### src/ntt_defines_pkg.sv
// Shared constants and types for the pointwise polynomial engine, referenced by scoped name

package ntt_defines_pkg;

    // ============================================================
    // ML-DSA ring parameters
    // ============================================================

    // Coefficient width and polynomial size
    localparam int COEFF_W = 23;
    localparam int MLDSA_N = 256;
    localparam int ADDR_W  = 8;

    // Modulus Q = 2^23 - 2^13 + 1
    localparam logic [COEFF_W-1:0] MLDSA_Q = 23'd8380417;

    // Cycles from a read address issue to the matching write into C
    localparam int PWO_LATENCY = 3;

    // ============================================================
    // Types
    // ============================================================

    // Coefficient in the range 0 to Q-1
    typedef logic [COEFF_W-1:0] coeff_t;

    // Word address inside one coefficient memory
    typedef logic [ADDR_W-1:0] coeff_addr_t;

    // Pointwise operation modes
    typedef enum logic [1:0] {
        pwm = 2'd0,
        pwa = 2'd1,
        pws = 2'd2
    } mode_t;

    // Read controller states
    typedef enum logic [1:0] {
        IDLE  = 2'd0,
        RUN   = 2'd1,
        DRAIN = 2'd2
    } pwo_state_t;

endpackage

### src/pwo_mod_mul.sv
// Two-stage modular multiplier modulo Q, product register followed by folding reduction
`timescale 1ns/100ps

module pwo_mod_mul (
    input  logic                    clk,
    input  logic                    rst_n,

    input  ntt_defines_pkg::coeff_t a,
    input  ntt_defines_pkg::coeff_t b,
    output ntt_defines_pkg::coeff_t product
);

    // ============================================================
    // Stage 1: full product
    // ============================================================

    logic [2*ntt_defines_pkg::COEFF_W-1:0] prod_q;

    always_ff @(posedge clk) begin
        if (!rst_n) begin
            prod_q <= '0;
        end else begin
            prod_q <= a * b;
        end
    end

    // ============================================================
    // Stage 2: reduction
    // ============================================================

    // 2^23 = 2^13 - 1 (mod Q), so h*2^23 + l folds to h*2^13 - h + l

    // First fold of the 46-bit product, result below 2^36
    logic [22:0] h0;
    logic [22:0] l0;
    logic [36:0] r1;

    // Second fold, result below 2^26 + 2^23
    logic [13:0] h1;
    logic [22:0] l1;
    logic [27:0] r2;

    // Small third fold, result below 2Q
    logic [4:0]  h2;
    logic [22:0] l2;
    logic [23:0] r3;

    logic [23:0] r3_sub;
    ntt_defines_pkg::coeff_t reduced;

    assign h0 = prod_q[45:23];
    assign l0 = prod_q[22:0];
    assign r1 = {1'b0, h0, 13'b0} - {14'b0, h0} + {14'b0, l0};

    assign h1 = r1[36:23];
    assign l1 = r1[22:0];
    assign r2 = {1'b0, h1, 13'b0} - {14'b0, h1} + {5'b0, l1};

    assign h2 = r2[27:23];
    assign l2 = r2[22:0];
    assign r3 = {6'b0, h2, 13'b0} - {19'b0, h2} + {1'b0, l2};

    // One conditional subtraction finishes the residue
    assign r3_sub  = r3 - {1'b0, ntt_defines_pkg::MLDSA_Q};
    assign reduced = (r3 >= {1'b0, ntt_defines_pkg::MLDSA_Q}) ? r3_sub[22:0] : r3[22:0];

    always_ff @(posedge clk) begin
        if (!rst_n) begin
            product <= '0;
        end else begin
            product <= reduced;
        end
    end

endmodule

### config.mk
export PLATFORM = sky130hd
export DESIGN_NAME = pwo_mod_mul
export DESIGN_NICKNAME = d
export VERILOG_FILES = /design/src/ntt_defines_pkg.sv /design/src/pwo_mod_mul.sv
export SDC_FILE = /design/constraint.sdc
export NUM_CORES = 2
export LEC_CHECK = 0
export BUFFER_PORTS_ARGS = -buffer_cell sky130_fd_sc_hd__buf_2
export CAP_MARGIN = 15
export CORE_MARGIN = 2
export CORE_UTILIZATION = 70
export CTS_CLUSTER_DIAMETER = 120
export DETAILED_ROUTE_END_ITERATION = 8
export GPL_ROUTABILITY_DRIVEN = 0
export PLACE_DENSITY_LB_ADDON = 0.08
export RECOVER_POWER = 25
export SLEW_MARGIN = 40
export SYNTH_ARGS = -nofsm -noshare
export SYNTH_HDL_FRONTEND = slang
export SYNTH_SLANG_ARGS = --single-unit
### constraint.sdc
create_clock -name clk -period 17.2 [get_ports clk]
set_input_delay 1.72 -clock clk [delete_from_list [all_inputs] [get_ports clk]]
set_output_delay 1.72 -clock clk [all_outputs]
set_load 0.005 [all_outputs]
==> metrics.csv <==
metric,value,unit
core_area,35500,sq um
fin_worst_skew,0.00624,ns
placed_cell_area,25600,sq um
critical_path_required,17.41,ns
setup_viol_count_final,0,
crit_top_cell,ha_1,
worst_r2r_path_depth,45,
wl_per_cell,18.8,um
syn_avg_cell_area,8.46,sq um
violations,"max-capacitance violations, max-slew violations",
grt_overflow_total,0,
netlist_area,25200,sq um
fin_util,73.2,%
period_minus_slack,11.49,ns
outcome,"finished, violations left",
cp_num_buf_inv,4,
grt_pass1_wl,106,mm
layout.nets,3734,
min-delay-start,prod_q[0],
crit_arrival,11.70,ns
netlist_top_cells_count,"inv_1, fa_1, nand2_1",
r2r_end,product[6],
ys_warn_count,0,
drt-total-wl,64.0,mm
crit_cells,45,
crit_type,register to register,
synth_largest_area_cell,fa_1,
max_stage_delay,0.76,ns
grt_pass1_vias,21700,
whs,1.34,ns
final_area,26000,sq um
grt_use_total,34.9,%
synthTopCellsByArea,"fa_1, ha_1, inv_1, nand2_1, dfxtp_1",
cpLargestDelayFamily,compound AO/OA/AOI/OAI gates,
netlist_instances,2982,
whs_path_depth,8,
antenna_cells,0,
die-area,37600,sq um
dr.pass1.iters,6,
r2r_setup_slack,5.71,ns
grt_setup_unrepaired,false,
drt_iter0_drc,1348,
vias_per_cell,6.02,
area_delta_synth_final,2.99,%
cp-end-kind,register,
synth_edf_count,0,
cts_tree,done,
worstReg2RegStart,prod_q[24],
num_rows,69,
grt_max_degree,46,
yosysSeqAreaShare,5.48,%
slew_violations,46,
clk_latency,0.34,ns
portBuffers,70,
synth_cell_types,101,
remaining_drc_errors,0,
tightest_slew,1.91,ns
fmax,87.0,MHz
synthesis.nets,3774,
ys_ff_latch,69,
worstHoldPathType,register to register,
ctsResizeCount,0,
synth_top_area_share,35.8,%
start_util,71.1,%
critical_path.max_fanout,12,
clock_path_buffers,2,
final_hold_viol_count,0,
hold_end,product[0],
antenna_found_initial,0,
cts_num_sinks,69,
maxCapViolCount,1,
htreeDepth,3,
path_clk_slew,0.07,ns
nFillCells,2750,
fin_crit_sh,66.8,%
slowest_stage,a2111oi_4,
die_w,194,um
start_kind,register,
slew_headroom,-27.1,%
dpl.hpwl,51.6,mm
drive_gt1_share,4.17,%
num_vias,20500,
pin_count,71,
crit_path_start,prod_q[24],
ant_nets,0,
cts_hold_buf,0,
dieHeight,194,um
cts_setup_buffers,0,
root_buffer,clkbuf_16,
numCtsBuffers,9,
async_flop_share,0,%
ys.flop_type,dfxtp_1,
tns,0,ns
yosysMostFrequentCell,inv_1,
==> cells in the final DEF, fill, tap and decap left out, types with 30 or more instances in the layout <==
| cell | instances |
|---|---|
| ha_1 | 293 |
| xor2_1 | 42 |
| inv_1 | 585 |
| nand2_1 | 444 |
| fa_1 | 451 |
| nor3_1 | 30 |
| nand3_1 | 41 |
| xnor2_1 | 72 |
| o21ai_0 | 61 |
| and2_1 | 183 |
| a21o_1 | 48 |
| a21oi_1 | 109 |
| nor2_1 | 118 |
| dfxtp_1 | 69 |
| buf_2 | 59 |
==> flip-flops by register name, indices dropped and copies added, names as in the netlist <==
name and cells:
product 23, prod_q 46
==> metrics by stage <==
stage | setup slack [ns] | std cells
after global routing | 4.80 | 3408
after CTS | 5.96 | 3408
after detailed placement | 5.98 | 3392
final | 5.71 | 3408
after floorplan | 7.67 | 2982
after global placement | 6.50 | 3392
==> worst reg2reg max path, delay by kind of cell (launching register included) <==
family,cells,cell delay [ns]
adder cells (fa/ha/maj),7,1.97
flip-flops,1,0.31
AND/OR/NAND/NOR,10,2.50
buffers and inverters,4,0.57
AO/OA/AOI/OAI,21,5.28
XOR/XNOR,3,0.78
==> cell families (layout without fill, tap and decap cells) <==
kind of cell / Yosys count / after routing / share of synthesized area [%]
flops: 69 / 69 / 5.48
mux: 7 / 7 / 0.298
simple gates: 950 / 950 / 18.2
fa+ha+maj: 744 / 744 / 50.3
xor+xnor: 118 / 118 / 4.31
buf+inv: 708 / 673 / 10.8
compound gates: 386 / 386 / 10.6
==> area by class of cell <==
cell class / instances / area [sq um] / share of cell area [%]
multi-input cells: 2205 / 21100 / 81.3
inverters: 585 / 2200 / 8.45
flip-flops and latches: 69 / 1380 / 5.32
well taps: 461 / 577 / 2.22
repair buffers: 72 / 352 / 1.35
clock buffers: 10 / 239 / 0.920
clock inverters: 6 / 116 / 0.448
==> layer usage <==
| metal | wire (um) | GRT usage (%) |
|---|---|---|
| met1 | 25000 | 44.2 |
| met5 | 0 | 0 |
| met3 | 5130 | 5.03 |
| met2 | 30600 | 59.3 |
| met4 | 3210 | 16.5 |
==> how the worst max path moves through the flow <==
stage	end	slack [ns]
6_report	product[6]	5.71
5_1_grt	product[6]	4.80
4_1_cts	product[6]	5.96
3_5_place_dp	product[6]	5.98
3_3_place_gp	product[6]	6.50
2_1_floorplan	product[5]	7.67
Power is left out: the tool's default activity adds up to more than one toggle a clock period on the data nets, which glitch-free logic cannot reach.
