## config.mk

```make
export PLATFORM = sky130hd
export DESIGN_NAME = pwo_writeback
export DESIGN_NICKNAME = d
export VERILOG_FILES = /design/src/ntt_defines_pkg.sv /design/src/pwo_writeback.sv
export SDC_FILE = /design/constraint.sdc
export NUM_CORES = 1
export LEC_CHECK = 0
export CAP_MARGIN = 10
export CORE_ASPECT_RATIO = 1.25
export CORE_UTILIZATION = 64
export DETAILED_ROUTE_END_ITERATION = 7
export DONT_BUFFER_PORTS = 1
export PLACE_DENSITY = 0.8
export SLEW_MARGIN = 20
export SYNTH_ARGS = -nofsm -noshare
export SYNTH_HDL_FRONTEND = slang
export SYNTH_SLANG_ARGS = --single-unit
```

## constraint.sdc

```tcl
create_clock -name clk -period 4.35 [get_ports clk]
set_input_delay 0.87 -clock clk [delete_from_list [all_inputs] [get_ports clk]]
set_output_delay 0.87 -clock clk [all_outputs]
set_load 0.005 [all_outputs]
```

## src/ntt_defines_pkg.sv

```systemverilog
// Shared constants and types for the pointwise polynomial engine, referenced by scoped name

package ntt_defines_pkg;

    // ============================================================
    // ML-DSA ring parameters
    // ============================================================

    // Coefficient width and polynomial size
    localparam int COEFF_W = 23;
    localparam int MLDSA_N = 256;
    localparam int ADDR_W  = 8;

    // Modulus Q = 2^23 - 2^13 + 1
    localparam logic [COEFF_W-1:0] MLDSA_Q = 23'd8380417;

    // Cycles from a read address issue to the matching write into C
    localparam int PWO_LATENCY = 3;

    // ============================================================
    // Types
    // ============================================================

    // Coefficient in the range 0 to Q-1
    typedef logic [COEFF_W-1:0] coeff_t;

    // Word address inside one coefficient memory
    typedef logic [ADDR_W-1:0] coeff_addr_t;

    // Pointwise operation modes
    typedef enum logic [1:0] {
        pwm = 2'd0,
        pwa = 2'd1,
        pws = 2'd2
    } mode_t;

    // Read controller states
    typedef enum logic [1:0] {
        IDLE  = 2'd0,
        RUN   = 2'd1,
        DRAIN = 2'd2
    } pwo_state_t;

endpackage

```

## src/pwo_writeback.sv

```systemverilog
// Writeback stage that aligns the arithmetic results, selects by mode, writes C and pulses done
`timescale 1ns/100ps

module pwo_writeback (
    input  logic                         clk,
    input  logic                         rst_n,

    input  logic                         issue_valid,
    input  ntt_defines_pkg::coeff_addr_t issue_addr,
    input  ntt_defines_pkg::mode_t       run_mode,

    input  ntt_defines_pkg::coeff_t      product,
    input  ntt_defines_pkg::coeff_t      sum,
    input  ntt_defines_pkg::coeff_t      diff,

    output logic                         wr_en,
    output ntt_defines_pkg::coeff_addr_t wr_addr,
    output ntt_defines_pkg::coeff_t      wr_data,
    output logic                         done
);

    // ============================================================
    // Alignment
    // ============================================================

    // Issue side matches the two-stage multiplier
    logic                         valid_d1;
    logic                         valid_d2;
    ntt_defines_pkg::coeff_addr_t addr_d1;
    ntt_defines_pkg::coeff_addr_t addr_d2;

    // Adder path is one stage short of the multiplier
    ntt_defines_pkg::coeff_t      sum_d1;
    ntt_defines_pkg::coeff_t      diff_d1;

    ntt_defines_pkg::coeff_addr_t wr_cnt;

    always_ff @(posedge clk) begin
        if (!rst_n) begin
            valid_d1 <= 1'b0;
            valid_d2 <= 1'b0;
        end else begin
            valid_d1 <= issue_valid;
            valid_d2 <= valid_d1;
        end
    end

    always_ff @(posedge clk) begin
        addr_d1 <= issue_addr;
        addr_d2 <= addr_d1;
        sum_d1  <= sum;
        diff_d1 <= diff;
    end

    // ============================================================
    // Result select and write port of C
    // ============================================================

    always_comb begin
        unique case (run_mode)
            ntt_defines_pkg::pwm: wr_data = product;
            ntt_defines_pkg::pwa: wr_data = sum_d1;
            ntt_defines_pkg::pws: wr_data = diff_d1;
            default:              wr_data = product;
        endcase
    end

    assign wr_en   = valid_d2;
    assign wr_addr = addr_d2;

    // Done follows the last write of the polynomial by one cycle
    always_ff @(posedge clk) begin
        if (!rst_n) begin
            wr_cnt <= '0;
            done   <= 1'b0;
        end else begin
            done <= wr_en &&
                    (wr_cnt == ntt_defines_pkg::coeff_addr_t'(ntt_defines_pkg::MLDSA_N - 1));
            if (wr_en) begin
                wr_cnt <= wr_cnt + 1'b1;
            end
        end
    end

endmodule

```

==> summary.md <==
| Metric | Value |
|---|---|
| Placed wire-length estimate | 2800 um |
| Maximum number of buffers from clock root to sink | 2 |
| Areal power density over the cells | 589 mW/mm^2 |
| Combined buffer and inverter count along the critical path | 1 |
| Layout Nets | 275 |
| CTS-repair resized insts | 0 |
| Arrival time at the worst endpoint | 2.06 ns |
| RSZ-0062 raised after global routing | no |
| Die span in y | 66.5 um |
| Clock tree from TritonCTS | done |
| Biggest fanout along the worst timing path | 23 |
| Placed instance count | 216 |
| Routability cong. | 0.723 |
| Share of the yosys chip area belonging to registers | 68.7% |
| Critical path startpoint category | input port |
| Initial drt markers | 34 |
| Number of vias per cell after detailed routing | 5.52 |
| Residual DRC count | 0 |
| Combined global-route utilization of all metal layers | 22.0% |
| Slew @ Worst Pin | 0.797 ns |
| Fraction of final layout cells sized beyond drive strength 1 | 9.23% |
| Worst EP required | 3.48 ns |
| Core Footprint | 0.00319 sq mm |
| Post-Syn Area | 0.00213 sq mm |
| Delay contributed by the slowest stage of the critical path | 0.67 ns |
| Max-slew headroom | 46.9% |
| Setup Skew | 0.00407 ns |
| Yosys top cell area share | 68.7% |
| Max_cap viols | 0 |
| First-pass GRT wire length | 5280 um |
| Die X | 53.6 um |
| Number of standard cells in the layout, taps in and fillers out | 233 |
| Clock-pin slew reported for the worst setup and hold paths after clock tree synthesis | 0.08 ns |
| Seq cells post-synth | 73 |
| Cell chain of the critical path | inv_1 > ha_1 > a22oi_1 > o21ai_1 |
| Post-CTS repair timing setup buffer count | 0 |
| CTS Hold Buffers Added | 0 |
| Number of antenna violations at the first check in global routing | 1 |
| Maximum level of the CTS H-tree | 3 |
| Detail-routed net length per standard cell | 16.9 um |
| Crit share post-route | 67.4% |
| Critical path class | input port to output port |
| DR vias | 1,287 |
| Initial standard-cell utilization of the core | 66.6% |
| Standard-cell rows | 23 |
| Setup TNS | 0 ns |
| Total congestion overflow after global routing | 0 |
| TritonCTS buffer count | 9 |
| Post-detailed-routing wire length | 3950 um |
| Path category of the worst min-delay check | flop to flop |
| Yosys warning total | 0 |
| PortBufs | 0 |
| Outcome | completed |
| P_leak | 0.963 nW |
| Setup slack on the worst flop-to-flop path | 3.08 ns |
| Top area cells in the synthesized netlist | sky130_fd_sc_hd__dfxtp_1, sky130_fd_sc_hd__a22oi_1, sky130_fd_sc_hd__o21ai_1 |
| Synth-to-Final Area Change | 12.4% |
| Die footprint | 0.00356 sq mm |
| Clock sink total | 73 |
| CP max stage cell | sky130_fd_sc_hd__ha_1 |
| Maximum number of pins on one net before global-route repair | 45 |
| IR drop worst, VDD | 0.657 mV |
| Peak Freq | 0.341 GHz |
| Post-route antenna net violation count | 0 |
| Synthesized Nets | 274 |
| Sort of element at the end of the critical path | output port |
| Post-Syn Instances | 189 |
| I/O pins | 115 |
| Root buffer cell | sky130_fd_sc_hd__clkbuf_8 |
| Number of global-route vias before repair | 1,204 |
| Top Family by Delay on Critical Path | adder cells |
| Initial DRT Pass Iterations | 4 |
| Post-synth cell types | 23 |
| Average instance area after synthesis | 11.3 sq um |
| Filler cell count in the final layout | 217 |
| Clock latency of the later-clocked register in the worst-skew pair | 0.32 ns |
| Library cell occupying the most area in the post-synthesis netlist | sky130_fd_sc_hd__dfxtp_1 |
| Setup Viol. Count Final | 0 |
| Clock period minus worst slack | 2.93 ns |
| Number of failing hold endpoints at the final stage | 0 |
| Max-slew violations | 0 |
-- layer usage --
metal	vias up	track usage, %	share of wire [%]
met5	-	0	0
met4	0	12.5	1.5
met3	6	12.8	9.5
met2	69	35.2	50
met1	565	21.6	39
li1	647	-	-
-- final timing paths --
path	from	end	cells after the start
max reg2reg	wr_en	wr_cnt[5]	3
min	addr_d1[3]	wr_addr[3]	0
min reg2reg	addr_d1[3]	wr_addr[3]	0
max	run_mode[1]	wr_data[14]	4
-- power breakdown --
| group | internal, W | total [W] | switching (W) | leakage (nW) |
|---|---|---|---|---|
| combinational | 0.0000211 | 0.0000604 | 0.0000393 | 0.228 |
| sequential | 0.000701 | 0.000712 | 0.0000112 | 0.612 |
| clock | 0.000398 | 0.000635 | 0.000236 | 0.123 |
| total | 0.00112 | 0.00141 | 0.000287 | 0.963 |
-- per-stage QoR --
step	area [sq um]	power [W]	setup WS, ns	utilization [%]	hold slack (ns)
finish	2390	0.00141	1.42	74.8	0.334
global route	2390	0.00145	1.31	74.8	0.339
CTS	2390	0.00141	1.42	74.7	0.337
detailed placement	2130	0.000787	1.42	66.8	0.315
global placement	2130	0.000783	1.55	66.8	0.310
floorplan	2130	0.000776	1.73	-	0.310
-- layout by cell type, fill, tap and decap left out --
cell and count:
sky130_fd_sc_hd__or3_1 1, sky130_fd_sc_hd__xor2_1 1, sky130_fd_sc_hd__buf_4 1, sky130_fd_sc_hd__dfxtp_1 73
sky130_fd_sc_hd__nand4_1 1, sky130_fd_sc_hd__bufinv_16 3, sky130_fd_sc_hd__a22oi_1 23, sky130_fd_sc_hd__nor2_1 1
sky130_fd_sc_hd__xnor2_1 3, sky130_fd_sc_hd__and2_1 6, sky130_fd_sc_hd__diode_2 1, sky130_fd_sc_hd__nor3_1 1
sky130_fd_sc_hd__clkinvlp_4 1, sky130_fd_sc_hd__nor2b_1 1, sky130_fd_sc_hd__clkinv_4 2, sky130_fd_sc_hd__nand3_1 2
sky130_fd_sc_hd__nor4_1 1, sky130_fd_sc_hd__clkbuf_8 10, sky130_fd_sc_hd__nand2b_1 1, sky130_fd_sc_hd__inv_1 3
sky130_fd_sc_hd__mux2i_1 3, sky130_fd_sc_hd__o21ai_1 24, sky130_fd_sc_hd__nand4_2 1, sky130_fd_sc_hd__nand2_1 28
sky130_fd_sc_hd__a21boi_1 1, sky130_fd_sc_hd__ha_1 3
-- flip-flops by register name (all words and copies together) (netlist names) --
name,flops
diff_d1,23
sum_d1,23
addr_d1,8
wr_addr,8
wr_cnt,8
done,1
valid_d1,1
wr_en,1
-- cell usage after synthesis, drive strengths merged --
cell    number
dfxtp       73
nand2       28
o21ai       24
a22oi       23
clkbuf       9
and2         6
ha           3
inv          3
mux2i        3
xnor2        3
buf          2
nand3        2
nand4        2
a21boi       1
nand2b       1
nor2         1
nor2b        1
nor3         1
nor4         1
or3          1
xor2         1
-- area by class of cell --
type | instances | area (sq um) | area share (%)
diodes | 1 | 2.50 | 0.105
clock buffers | 10 | 138 | 5.76
clock inverters | 6 | 115 | 4.82
inverters | 3 | 11.3 | 0.471
multi-input cells | 102 | 608 | 25.4
flip-flops and latches | 73 | 1460 | 61.2
well taps | 37 | 46.3 | 1.94
repair buffers | 1 | 7.51 | 0.314
-- logic make-up after synthesis --
kind of cell | after synthesis | synth area share (%)
AOI/OAI and AO/OA | 48 | 14.1
xor gates and xnor gates | 4 | 1.65
adders and majority gates | 3 | 1.76
buffers and inverters | 14 | 2.71
DFF | 73 | 68.7
muxes | 3 | 1.41
and+or+nand+nor | 44 | 9.65
(Power assumes the default switching activity.)
