--- config.mk ---
export PLATFORM = sky130hd
export DESIGN_NAME = pwo_read_ctrl
export DESIGN_NICKNAME = d
export VERILOG_FILES = /design/src/ntt_defines_pkg.sv /design/src/pwo_read_ctrl.sv
export SDC_FILE = /design/constraint.sdc
export NUM_CORES = 1
export LEC_CHECK = 0
export BUFFER_PORTS_ARGS = -buffer_cell sky130_fd_sc_hd__buf_4
export CAP_MARGIN = 15
export CORE_MARGIN = 5
export CORE_UTILIZATION = 45
export CTS_CLUSTER_DIAMETER = 40
export DETAILED_ROUTE_END_ITERATION = 16
export PLACE_DENSITY_LB_ADDON = 0.1
export SKIP_CTS_REPAIR_TIMING = 1
export SLEW_MARGIN = 20
export SYNTH_ARGS = -nofsm -noshare
export SYNTH_HDL_FRONTEND = slang
export SYNTH_SLANG_ARGS = --single-unit
export TNS_END_PERCENT = 50
--- constraint.sdc ---
create_clock -name clk -period 3.9 [get_ports clk]
set_input_delay 0.195 -clock clk [delete_from_list [all_inputs] [get_ports clk]]
set_output_delay 0.195 -clock clk [all_outputs]
set_load 0.005 [all_outputs]
--- src/ntt_defines_pkg.sv ---
// Shared constants and types for the pointwise polynomial engine, referenced by scoped name

package ntt_defines_pkg;

    // ============================================================
    // ML-DSA ring parameters
    // ============================================================

    // Coefficient width and polynomial size
    localparam int COEFF_W = 23;
    localparam int MLDSA_N = 256;
    localparam int ADDR_W  = 8;

    // Modulus Q = 2^23 - 2^13 + 1
    localparam logic [COEFF_W-1:0] MLDSA_Q = 23'd8380417;

    // Cycles from a read address issue to the matching write into C
    localparam int PWO_LATENCY = 3;

    // ============================================================
    // Types
    // ============================================================

    // Coefficient in the range 0 to Q-1
    typedef logic [COEFF_W-1:0] coeff_t;

    // Word address inside one coefficient memory
    typedef logic [ADDR_W-1:0] coeff_addr_t;

    // Pointwise operation modes
    typedef enum logic [1:0] {
        pwm = 2'd0,
        pwa = 2'd1,
        pws = 2'd2
    } mode_t;

    // Read controller states
    typedef enum logic [1:0] {
        IDLE  = 2'd0,
        RUN   = 2'd1,
        DRAIN = 2'd2
    } pwo_state_t;

endpackage

--- src/pwo_read_ctrl.sv ---
// Run controller that takes the start strobe, sweeps the A and B read addresses and drives busy
`timescale 1ns/100ps

module pwo_read_ctrl (
    input  logic                         clk,
    input  logic                         rst_n,

    input  logic                         pwo_enable,
    input  ntt_defines_pkg::mode_t       mode,

    output logic                         rd_en,
    output ntt_defines_pkg::coeff_addr_t rd_addr,

    output logic                         issue_valid,
    output ntt_defines_pkg::coeff_addr_t issue_addr,

    output ntt_defines_pkg::mode_t       run_mode,
    output logic                         busy
);

    ntt_defines_pkg::pwo_state_t   state;
    ntt_defines_pkg::pwo_state_t   next_state;

    // Read address in RUN, drain cycle count in DRAIN
    ntt_defines_pkg::coeff_addr_t  cnt;

    logic last_addr;
    logic drain_end;

    assign last_addr = (cnt == ntt_defines_pkg::coeff_addr_t'(ntt_defines_pkg::MLDSA_N - 1));
    assign drain_end = (cnt == ntt_defines_pkg::coeff_addr_t'(ntt_defines_pkg::PWO_LATENCY));

    // ============================================================
    // FSM
    // ============================================================

    always_comb begin
        next_state = state;
        unique case (state)
            ntt_defines_pkg::IDLE: begin
                if (pwo_enable) begin
                    next_state = ntt_defines_pkg::RUN;
                end
            end
            ntt_defines_pkg::RUN: begin
                if (last_addr) begin
                    next_state = ntt_defines_pkg::DRAIN;
                end
            end
            ntt_defines_pkg::DRAIN: begin
                // Hold until the final write has been counted and done pulses
                if (drain_end) begin
                    next_state = ntt_defines_pkg::IDLE;
                end
            end
            default: next_state = ntt_defines_pkg::IDLE;
        endcase
    end

    always_ff @(posedge clk) begin
        if (!rst_n) begin
            state    <= ntt_defines_pkg::IDLE;
            cnt      <= '0;
            run_mode <= ntt_defines_pkg::pwm;
        end else begin
            state <= next_state;
            if (state == ntt_defines_pkg::IDLE) begin
                cnt <= '0;
                // Mode is only taken with the start strobe
                if (pwo_enable) begin
                    run_mode <= mode;
                end
            end else if (state == ntt_defines_pkg::DRAIN && drain_end) begin
                cnt <= '0;
            end else begin
                // Wraps from 255 to 0 on entry to DRAIN
                cnt <= cnt + 1'b1;
            end
        end
    end

    assign rd_en   = (state == ntt_defines_pkg::RUN);
    assign rd_addr = cnt;
    assign busy    = (state != ntt_defines_pkg::IDLE);

    // Issue tracks the RAM read latency
    always_ff @(posedge clk) begin
        if (!rst_n) begin
            issue_valid <= 1'b0;
        end else begin
            issue_valid <= rd_en;
        end
    end

    always_ff @(posedge clk) begin
        issue_addr <= rd_addr;
    end

endmodule

==> metrics.md <==
| Metric | Value |
|---|---|
| Synth-to-layout area growth | `30.3%` |
| FF-to-FF End | `rd_addr[5]` |
| Top cell type's share of synthesized area | `0.563` |
| Multiplexer fraction of the synthesized cell area | `0.0268` |
| Simple-gate share of the synthesized area | `0.149` |
| Core area | `1540 um2` |
| Mapped Cells | `68` |
| Top fanout value on the critical path | `8` |
| Launch point of the critical path | `rd_addr[0]` |
| Final slew viol count | `0` |
| Number of inserted filler cells in the final layout | `139` |
| Leading post-synthesis cells by cell area | `dfxtp_1 (56%), a211oi_1 (4.0%), o41ai_4 (3.7%)` |
| Via count of the first global-routing pass | `552` |
| Hpwl dp | `1.05 mm` |
| Layout cell share with drive strength beyond 1 | `0.326` |
| Port Buf Inserts | `25` |
| Register bit total from synthesis | `21` |
| Antenna violations before repair | `0` |
| FF-to-FF setup slack | `2.01 ns` |
| Delay of the slowest critical-path stage | `0.48 ns` |
| Clock Sinks | `21` |
| Number of endpoints with negative hold slack in the final report | `0` |
| Period minus WS final | `1.89 ns` |
| Number of routed nets with antenna violations | `0` |
| Routability Congestion | `0.707` |
| Routed len/inst | `13.0 um` |
| Die width | `50.7 um` |
| Cell area after technology mapping | `747 um2` |
| Leakage | `0.399 nW` |
| Library cell contributing the largest single delay on the critical path | `or4b_4` |
| Dominant combinational cell family by area after synthesis | `compound AO/OA/AOI/OAI gates` |
| Clock tree from TritonCTS | `built` |
| Clock root cell | `clkbuf_4` |
| Fmax | `0.530 GHz` |
| Arrival time worst endpoint | `2.06 ns` |
| Relative contribution of combinational cells to total power | `0.062` |
| Grt total ovfl | `0` |
| Clock Latency Late Sink | `0.30 ns` |
| Internal power of the cells | `0.000270 W` |
| Post-synth net total | `75` |
| Result of the run | `complete, no violations` |
| Warning count from the yosys run | `0` |
| Die outline area | `2570 um2` |
| Worst r2r path cells | `4` |
| Wire length of the first global-routing pass | `2.43 mm` |
| Total routing usage reported by global routing | `0.123` |
| Tightest Pin Transition | `0.504 ns` |
| Switching share of power | `0.216` |
| Worst setup path class | `reg -> reg` |
| Max-Slew Margin vs Limit | `0.663` |
| Final Cycle Share | `0.484` |
| Number of placed I/O pins | `26` |
| Number of buffers added by the clock tree synthesis step | `3` |
| Setup-failing EPs final | `0` |
| Share of the synthesized area in compound gates (AO/OA/AOI/OAI) | `0.162` |
| Overall die height | `50.7 um` |
| Number of DRC violations after detailed routing | `0` |
| Clock power share | `0.294` |
| Total negative slack | `0 ns` |
| Diodes inserted | `0` |
| Mean instance size in the synthesized netlist | `11.0 um2` |
| RSZ-0062 raised after global routing | `false` |
| DR vias/cell | `5.52` |
| Worst R2R Start | `rd_addr[0]` |
| Initial cell density of the core | `0.485` |
| Maximum number of pins on one net before global-route repair | `12` |
| Portion of the post-synthesis area used by sequential elements | `0.563` |
| Capture point of the critical path | `rd_addr[5]` |
| Net count reported at finish | `103` |
| Worst Skew | `0.00615 ns` |
| Maximum resistive drop on vdd | `0.194 mV` |
| Number of different library cells in the post-synthesis netlist | `24` |
| Required time reported for the critical path endpoint | `4.07 ns` |
| Clock transition at path regs | `0.11 ns` |
| Number of maximum-capacitance constraint violations | `0` |
| Clk buf depth | `2` |
| P per Cell Area | `354 nW/um2` |
| Nature of the critical path startpoint | `flop` |
| Total iterations of the first detailed-routing run | `4` |
| Final std cells w/o fill | `111` |
| Detailed-route via count | `613` |
| Hold Path Class | `in -> reg` |
| Adder-cell share of the synthesized area | `0.0335` |
| Site Rows | `14` |
| Max H-tree Level | `1` |
| Type of destination of the critical path | `flop` |
| Number of design-rule violations left by the first detailed-router iteration | `8` |
| XOR/XNOR Fraction of Synth Area | `0.0352` |
| Largest area contributor in the netlist | `dfxtp_1` |
| Seq pwr share | `0.643` |
| Placed instance count | `107` |
| Worst path cell trace | `ha_1, or4b_4, o41ai_4, a221oi_1` |
| Sw Pwr | `0.0000743 W` |
| Routed wire length | `1.45 mm` |
cell usage after synthesis:
cell type	count
a221oi_1	3
xor2_1	1
nor2_1	4
xnor2_1	2
or3_1	3
a2111oi_0	1
or2_2	1
nand2_1	2
inv_1	4
o21ai_0	3
nand4_1	1
a211oi_1	4
ha_1	2
mux2i_1	2
dfxtp_1	21
clkbuf_1	2
a21oi_1	1
nand3_1	4
nor3b_1	1
o41ai_4	1
or4b_4	1
nor3_1	2
nor4_1	1
o2bb2ai_1	1
worst min-delay path by stage:
stage | from | to | slack (ns) | cells past startpoint
after floorplan | rst_n | rd_addr[1] | 0.31 | 2
after global placement | rd_addr[1] | issue_addr[1] | 0.41 | 0
after detailed placement | rd_addr[7] | issue_addr[7] | 0.41 | 0
after CTS | rst_n | rd_addr[1] | 0.12 | 3
after global routing | rst_n | rd_addr[1] | 0.11 | 3
final | mode[0] | run_mode[0] | 0.13 | 3
power by group through the flow:
stage | registers, W | clock network, W | logic, W
3_3_place_gp | 0.000226 | 0 | 0.0000218
6_report | 0.000222 | 0.000101 | 0.0000215
5_1_grt | 0.000222 | 0.000116 | 0.0000243
4_1_cts | 0.000222 | 0.000105 | 0.0000219
3_5_place_dp | 0.000226 | 0 | 0.0000219
2_1_floorplan | 0.000226 | 0 | 0.00000973
worst max-delay path: cells and delay by family (launching register included):
kind / cells / cell delay [ns]
AOI/OAI and AO/OA: 2 / 0.62
and+or+nand+nor: 1 / 0.48
DFF: 1 / 0.45
adders and majority gates: 1 / 0.22
per-layer routing:
layer	track usage	vias to the layer above	wire, um
met4	0.0383	0	10
met1	0.156	286	664
met2	0.184	18	664
li1	-	307	-
met5	0	-	0
met3	0.0562	2	105
layout make-up:
type	instances	area (um2)	share of cell area
Clock buffer	4	26.3	0.0270
Timing Repair Buffer	25	188	0.193
Inverter	4	15.0	0.0154
Sequential cell	21	420	0.432
Tap cell	16	20.0	0.0206
Multi-Input combinational cell	41	304	0.312
stage by stage:
stage	worst slack, ns	power, W	cell area [um2]	hold WS, ns	util
finish	2.01	0.000345	973	0.132	0.631
global route	1.85	0.000363	973	0.112	0.631
CTS	2.02	0.000349	973	0.122	0.631
detailed placement	2.03	0.000248	947	0.412	0.614
global placement	2.05	0.000248	947	0.409	0.614
floorplan	2.18	0.000236	747	0.311	-
flip-flops by register name, summed over array words and instances, names as in the netlist:
| signal | flops |
|---|---|
| state | 2 |
| run_mode | 2 |
| issue_valid | 1 |
| rd_addr | 8 |
| issue_addr | 8 |
placed cells by master (no fill, tap or decap), drive strengths merged, types with 3 or more instances in the layout:
cell,count
a211oi,4
dfxtp,21
buf,25
or3,3
nand3,4
o21ai,3
nor2,4
a221oi,3
clkbuf,4
inv,4
logic make-up after synthesis:
| logic type | count (synthesis) |
|---|---|
| flops | 21 |
| mux | 2 |
| compound gates | 14 |
| buf+inv | 6 |
| simple gates | 20 |
| xor+xnor | 3 |
| fa+ha+maj | 2 |
Note: power is estimated with default switching activity, not from simulation.
