### src/ntt_defines_pkg.sv
// Shared constants and types for the pointwise polynomial engine, referenced by scoped name

package ntt_defines_pkg;

    // ============================================================
    // ML-DSA ring parameters
    // ============================================================

    // Coefficient width and polynomial size
    localparam int COEFF_W = 23;
    localparam int MLDSA_N = 256;
    localparam int ADDR_W  = 8;

    // Modulus Q = 2^23 - 2^13 + 1
    localparam logic [COEFF_W-1:0] MLDSA_Q = 23'd8380417;

    // Cycles from a read address issue to the matching write into C
    localparam int PWO_LATENCY = 3;

    // ============================================================
    // Types
    // ============================================================

    // Coefficient in the range 0 to Q-1
    typedef logic [COEFF_W-1:0] coeff_t;

    // Word address inside one coefficient memory
    typedef logic [ADDR_W-1:0] coeff_addr_t;

    // Pointwise operation modes
    typedef enum logic [1:0] {
        pwm = 2'd0,
        pwa = 2'd1,
        pws = 2'd2
    } mode_t;

    // Read controller states
    typedef enum logic [1:0] {
        IDLE  = 2'd0,
        RUN   = 2'd1,
        DRAIN = 2'd2
    } pwo_state_t;

endpackage

### src/pwo_mod_addsub.sv
// One-stage modular adder and subtractor modulo Q, both results registered every cycle
`timescale 1ns/100ps

module pwo_mod_addsub (
    input  logic                    clk,
    input  logic                    rst_n,

    input  ntt_defines_pkg::coeff_t a,
    input  ntt_defines_pkg::coeff_t b,
    output ntt_defines_pkg::coeff_t sum,
    output ntt_defines_pkg::coeff_t diff
);

    logic [ntt_defines_pkg::COEFF_W:0] q_ext;
    logic [ntt_defines_pkg::COEFF_W:0] raw_sum;
    logic [ntt_defines_pkg::COEFF_W:0] sum_sub;
    logic [ntt_defines_pkg::COEFF_W:0] raw_diff;
    logic [ntt_defines_pkg::COEFF_W:0] diff_add;

    assign q_ext = {1'b0, ntt_defines_pkg::MLDSA_Q};

    // a + b is below 2Q, at most one subtraction
    assign raw_sum = {1'b0, a} + {1'b0, b};
    assign sum_sub = raw_sum - q_ext;

    // Negative difference wraps, adding Q brings it back into range
    assign raw_diff = {1'b0, a} - {1'b0, b};
    assign diff_add = raw_diff + q_ext;

    always_ff @(posedge clk) begin
        if (!rst_n) begin
            sum  <= '0;
            diff <= '0;
        end else begin
            sum  <= (raw_sum >= q_ext) ? sum_sub[ntt_defines_pkg::COEFF_W-1:0]
                                       : raw_sum[ntt_defines_pkg::COEFF_W-1:0];
            diff <= (a < b) ? diff_add[ntt_defines_pkg::COEFF_W-1:0]
                            : raw_diff[ntt_defines_pkg::COEFF_W-1:0];
        end
    end

endmodule

### config.mk
export PLATFORM = sky130hd
export DESIGN_NAME = pwo_mod_addsub
export DESIGN_NICKNAME = d
export VERILOG_FILES = /design/src/ntt_defines_pkg.sv /design/src/pwo_mod_addsub.sv
export SDC_FILE = /design/constraint.sdc
export NUM_CORES = 1
export LEC_CHECK = 0
export BUFFER_PORTS_ARGS = -buffer_cell sky130_fd_sc_hd__buf_2
export CORE_MARGIN = 2
export CORE_UTILIZATION = 58
export CTS_CLUSTER_DIAMETER = 50
export DETAILED_ROUTE_END_ITERATION = 8
export PLACE_DENSITY = 0.82
export SETUP_SLACK_MARGIN = 0.02
export SLEW_MARGIN = 0
export SYNTH_ARGS = -nofsm -noshare
export SYNTH_HDL_FRONTEND = slang
export SYNTH_SLANG_ARGS = --single-unit
### constraint.sdc
create_clock -name clk -period 5 [get_ports clk]
set_clock_uncertainty 0.2 [all_clocks]
set_input_delay 0.25 -clock clk [delete_from_list [all_inputs] [get_ports clk]]
set_output_delay 0.25 -clock clk [all_outputs]
set_load 0.05 [all_outputs]
==> out/qor.txt, run 1 <==
DRC viols - 0
first-pass GRT wire length - 23,060 um
asr flop ratio synth - 0%
Filler Cell Count - 775
shortest period the worst path allows - 4018 ps
ANT cells - 0
RSZ-0062 raised after global routing - false
outcome - finished clean
worst path arrival time - 4000 ps
max_slew headroom - 24.47%
Post-DP HPWL - 11,350 um
largest net degree at the start of global routing - 40
Worst EP required - 4990 ps
Final Max Slew Viols - 0
Post-synth EDFFs - 0
Syn-to-layout area delta - 11.45%
Warnings, synthesis - 0
crit share post-route - 80.36%
vias per cell - 6.220
critical-path maximum fanout - 16
chip width - 99.10 um
Chip Height - 99.10 um
DR vias - 5,399
Avg Inst Size Synth - 7.657 sq um
I/O pins - 94
GR Util All Layers - 27.96%
Area contributors post-synth - dfxtp_1, ha_1, a21oi_1
gr ovfl total - 0
Startpoint Class - primary input
GP Congestion - 0.9482
cts hold-fix bufs - 0
# H-tree levels - 2
Post-CTS Setup Bufs - 0
critical path endpoint category - flip-flop
CTS tree - done
vias in the first global route - 4,874
CTS root buf - clkbuf_8
Max rail drop VDD - 0.0001679 V
Netlist Area Pre-Place - 0.005245 sq mm
drt wl/cell - 16.26 um
max-cap violations - 0
Yosys top cell area share - 17.56%
Fmax achieved - 248.9 MHz
Tot Pwr - 1.655 mW
clk slew on worst S/H paths - 90 ps
drt first pass iters - 5
endpoints failing hold - 0
WL final - 14,120 um
synth unique cells - 77
initial antenna violation count - 0
Yosys top cell by area - dfxtp_1
Leak - 2.660 nW
Synth Flop Type - dfxtp_1
Detail Route Antenna Nets - 0
# rows - 34
Cell Pwr Density - 283.1 mW/mm^2
final setup TNS - 0 ps
syn nets - 784
Post-CTS Resized - 0
share of layout cells above drive strength 1 - 18.16%
full die area - 0.009820 sq mm
sequential fraction of the synthesis area - 17.56%
Fin Hold WS - 131.5 ps
CTS Buf Count - 5
CTS Sinks - 46
initial DRC count - 381
# port buffers - 93
Worst-Margin Slew - 1132 ps
Final setup viols - 0
Starting Density - 59.85%
cells after synthesis - 685
fin nets - 858
critical path type - primary input to flip-flop
Core Util, Final - 66.70%
flops & latches, synth - 46
CTS max path bufs - 2
type of the worst min-delay path - primary input to flip-flop
Core Region - 0.008763 sq mm
-- report_power, final --
group | internal (mW) | total [mW] | switching (mW) | leakage, nW
Combinational | 0.300 | 0.952 | 0.652 | 2.23
Clock | 0.149 | 0.269 | 0.120 | 0.0514
Sequential | 0.423 | 0.435 | 0.0117 | 0.383
Total | 0.872 | 1.66 | 0.783 | 2.66
-- state kept, by name, summed over array words and instances (netlist names) --
| register | cells |
|---|---|
| sum | 23 |
| diff | 23 |
-- final timing paths --
| path | end | from | depth (start not counted) | slack [ps] |
|---|---|---|---|---|
| worst max-delay path | sum[4] | b[5] | 13 | 980 |
| worst min-delay path | diff[20] | rst_n | 2 | 130 |
-- layout by cell type, fill, tap and decap left out, types with 9 or more instances in the layout --
cell	instances
inv_1	47
a21oi_1	56
ha_1	49
xor2_1	14
dfxtp_1	46
a31oi_1	11
nor2_1	54
o21ai_0	30
nand4_1	12
xnor2_1	31
nor4_1	13
nor3_1	20
and3_1	14
nor2b_1	16
buf_2	93
nand2_1	40
or3_1	15
a21o_1	15
a211oi_1	9
o21a_1	9
nand3_1	18
-- through the flow --
stage	cell area, sq um	setup slack (ps)	cells
global route	5846	708.2	868
detailed placement	5736	718.6	860
global placement	5736	830.5	860
finish	5846	982.1	868
CTS	5846	1020	868
floorplan	5245	1364	685
-- synth_stat cells (all sizes together), types with 3 or more instances --
library cell and n:
a2111oi 3, a211o 6, a211oi 10, a21o 15
a21oi 57, a31o 8, a31oi 11, and2 8
and3 14, and4b 3, buf 12, clkbuf 16
dfxtp 46, ha 49, inv 47, mux2i 3
nand2 40, nand2b 8, nand3 18, nand3b 3
nand4 12, nand4b 4, nor2 55, nor2b 16
nor3 21, nor4 16, o2111a 4, o2111ai 3
o211a 4, o211ai 5, o21a 10, o21ai 31
o21bai 8, o22ai 5, o31a 4, o31ai 10
or2 6, or3 16, or4 8, xnor2 33
xor2 14
-- worst max-delay path: stages --
cell and delay [ps]:
buf_2 90, inv_1 40, ha_1 560, nor2b_1 210, a2111oi_4 570, nor4_4 120
o31ai_2 440, xnor2_4 200, o2111ai_2 180, nor4_4 400, a31oi_1 250, or4_1 500
and3_1 180
-- layout make-up --
class	instances	area [sq um]	share of cell area, %
repair buffers	95	480.5	8.219
inverters	47	176.4	3.018
flip-flops and latches	46	920.9	15.75
multi-input cells	564	4023	68.81
well taps	108	135.1	2.312
clock buffers	6	72.57	1.241
clock inverters	2	37.54	0.6421
-- logic make-up (layout without fill, tap and decap cells) --
kind of cell    count (synthesis)  after routing  synth area share [%]
simple gates                  255            255                 26.91
compound gates                206            206                 27.98
buf+inv                        75            150                 5.749
fa+ha+maj                      51             51                 12.45
xor+xnor                       47             47                 8.349
flops                          46             46                 17.56
mux                             5              5                 1.002
-- layer usage --
| metal | global-route usage [%] | vias to the layer above | share of wire, % | wire length (um) |
|---|---|---|---|---|
| li1 | - | 2658 | - | - |
| met1 | 39.24 | 2481 | 46 | 6552 |
| met2 | 45.84 | 239 | 45 | 6342 |
| met3 | 3.584 | 21 | 7.2 | 1013 |
| met4 | 6.639 | 0 | 1.5 | 207 |
| met5 | 0 | - | 0 | 0 |
(Power assumes the default switching activity.)
==> run 2: changes to the inputs <==
- CORE_UTILIZATION: 58 -> 52
- PLACE_DENSITY: 0.82 -> 0.78
- clock period: 5 -> 3.3 ns (I/O delays scaled with it)
==> run 2 against run 1 <==
Compared with the run above:
- the run now ends with negative setup slack left
- sequential share of layout area down 4.2 points
- global-route usage increased by 3.8 points
- worst setup slack got worse by 1100 ps
- clock-buffer cell count down 1
- sequential power increased by 51%
- critical path depth rose by 6
- combinational power increased by 120%
- non-clock buffer count rose by 207
- critical endpoint is now sum[2]
- flip-flop and latch count is the same
- total power is 90% higher
==> out/qor.txt, run 2 (same netlist as run 1, synthesis figures left out) <==
chip width - 104.4 um
vias in the first global route - 6,016
type of the worst min-delay path - primary input to flip-flop
Detail Route Antenna Nets - 0
CTS max path bufs - 2
failing checks - negative setup slack
RSZ-0062 raised after global routing - true
ANT cells - 0
biggest regs - diff (23), sum (23)
cts hold-fix bufs - 0
# H-tree levels - 2
Final setup viols - 16
Worst-Margin Slew - 1164 ps
max_slew headroom - 22.32%
most frequent cells in the layout - buf_4, buf_2, nor2_1, a21oi_1, dfxtp_1
CTS Sinks - 46
worst setup margin - -121.7 ps
max-cap violations - 0
drt wl/cell - 18.47 um
Chip Height - 104.4 um
commonest non-fill, non-tap cell in the layout - buf_4
Startpoint Class - primary input
share of layout cells above drive strength 1 - 41.99%
fin nets - 1,065
final setup TNS - -902.0 ps
DR vias - 6,737
# port buffers - 93
Core Region - 0.009774 sq mm
Max rail drop VDD - 0.0003462 V
Syn-to-layout area delta - 51.96%
placed inst area - 0.007182 sq mm
WL final - 20,320 um
critical-path maximum fanout - 12
Worst EP required - 3360 ps
Hold Crit Start - rst_n
outcome - finished, violations left
Design Area, Final - 0.007970 sq mm
Cell Pwr Density - 393.7 mW/mm^2
initial antenna violation count - 0
CTS root buf - clkbuf_8
full die area - 0.01091 sq mm
first-pass GRT wire length - 28,770 um
GP Congestion - 0.9275
crit path from - a[5]
Starting Density - 53.66%
worst path arrival time - 3480 ps
CTS tree - done
Fmax achieved - 292.3 MHz
shortest period the worst path allows - 3422 ps
# rows - 36
initial DRC count - 670
critical path type - primary input to flip-flop
drt first pass iters - 6
Tot Pwr - 3.138 mW
clk slew on worst S/H paths - 80 ps
CTS Buf Count - 5
critical path endpoint category - flip-flop
GR Util All Layers - 31.76%
Leak - 3.755 nW
endpoints failing hold - 0
largest net degree at the start of global routing - 40
I/O pins - 94
DRC viols - 0
vias per cell - 6.125
gr ovfl total - 0
crit share post-route - 103.7%
Final Max Slew Viols - 0
Post-DP HPWL - 14,400 um
-- run 2: per-stage QoR --
step	setup slack, ps	hold WS (ps)	std cells	util (%)
after CTS	-78.48	17.83	1081	76.13
after global placement	-434.7	348.6	1069	73.48
after detailed placement	-561.4	342.9	1069	73.48
after global routing	-231.4	41.38	1100	81.54
after floorplan	-69.65	110.9	685	-
final	-121.7	30.24	1100	81.54
-- run 2: per-layer routing --
| layer | global-route usage [%] | routed length [um] | up-vias |
|---|---|---|---|
| met1 | 41.73 | 8113 | 3126 |
| met2 | 55.88 | 9779 | 446 |
| li1 | - | - | 3071 |
| met4 | 9.170 | 845 | 0 |
| met5 | 0 | 0 | - |
| met3 | 1.880 | 1584 | 94 |
-- run 2: repair_timing --
| item | CTS | global route |
|---|---|---|
| endpoints found under the setup margin | 32 | 39 |
| cloned | 0 | 2 |
| gates resized for setup | 23 | 72 |
| pin swaps | 13 | 29 |
| setup buffers | 4 | 17 |
-- run 2: path summary, 6_finish.rpt --
check        to  cells after the start
max      sum[2]                     19
min    diff[20]                      2
-- run 2: power by group --
| part | internal [mW] | leakage [nW] | switching, mW |
|---|---|---|---|
| registers | 0.641 | 0.383 | 0.0183 |
| clock network | 0.225 | 0.0504 | 0.198 |
| logic | 0.844 | 3.32 | 1.21 |
-- run 2: worst max-delay path, cell delays in order --
cell       delay [ps]
buf_6             100
ha_4              260
buf_4             140
nor2b_1           290
buf_4             190
a2111oi_4          50
buf_4             140
buf_4             140
a2bb2oi_1         210
xor2_1            210
buf_4             160
nand2_1           100
nor4_4            240
nand2b_1          140
a31o_2            280
buf_6             140
clkbuf_16         160
a211o_1           300
nand2_1            60
-- run 2: area by class of cell --
type                            instances  area, sq um
Clock buffer                            5        68.82
Clock inverter                          3        45.04
Fill cell                             653         1804
Inverter                               47        183.9
Multi-Input combinational cell        564         4441
Sequential cell                        46        920.9
Tap cell                              133        166.4
Timing Repair Buffer                  302         2145
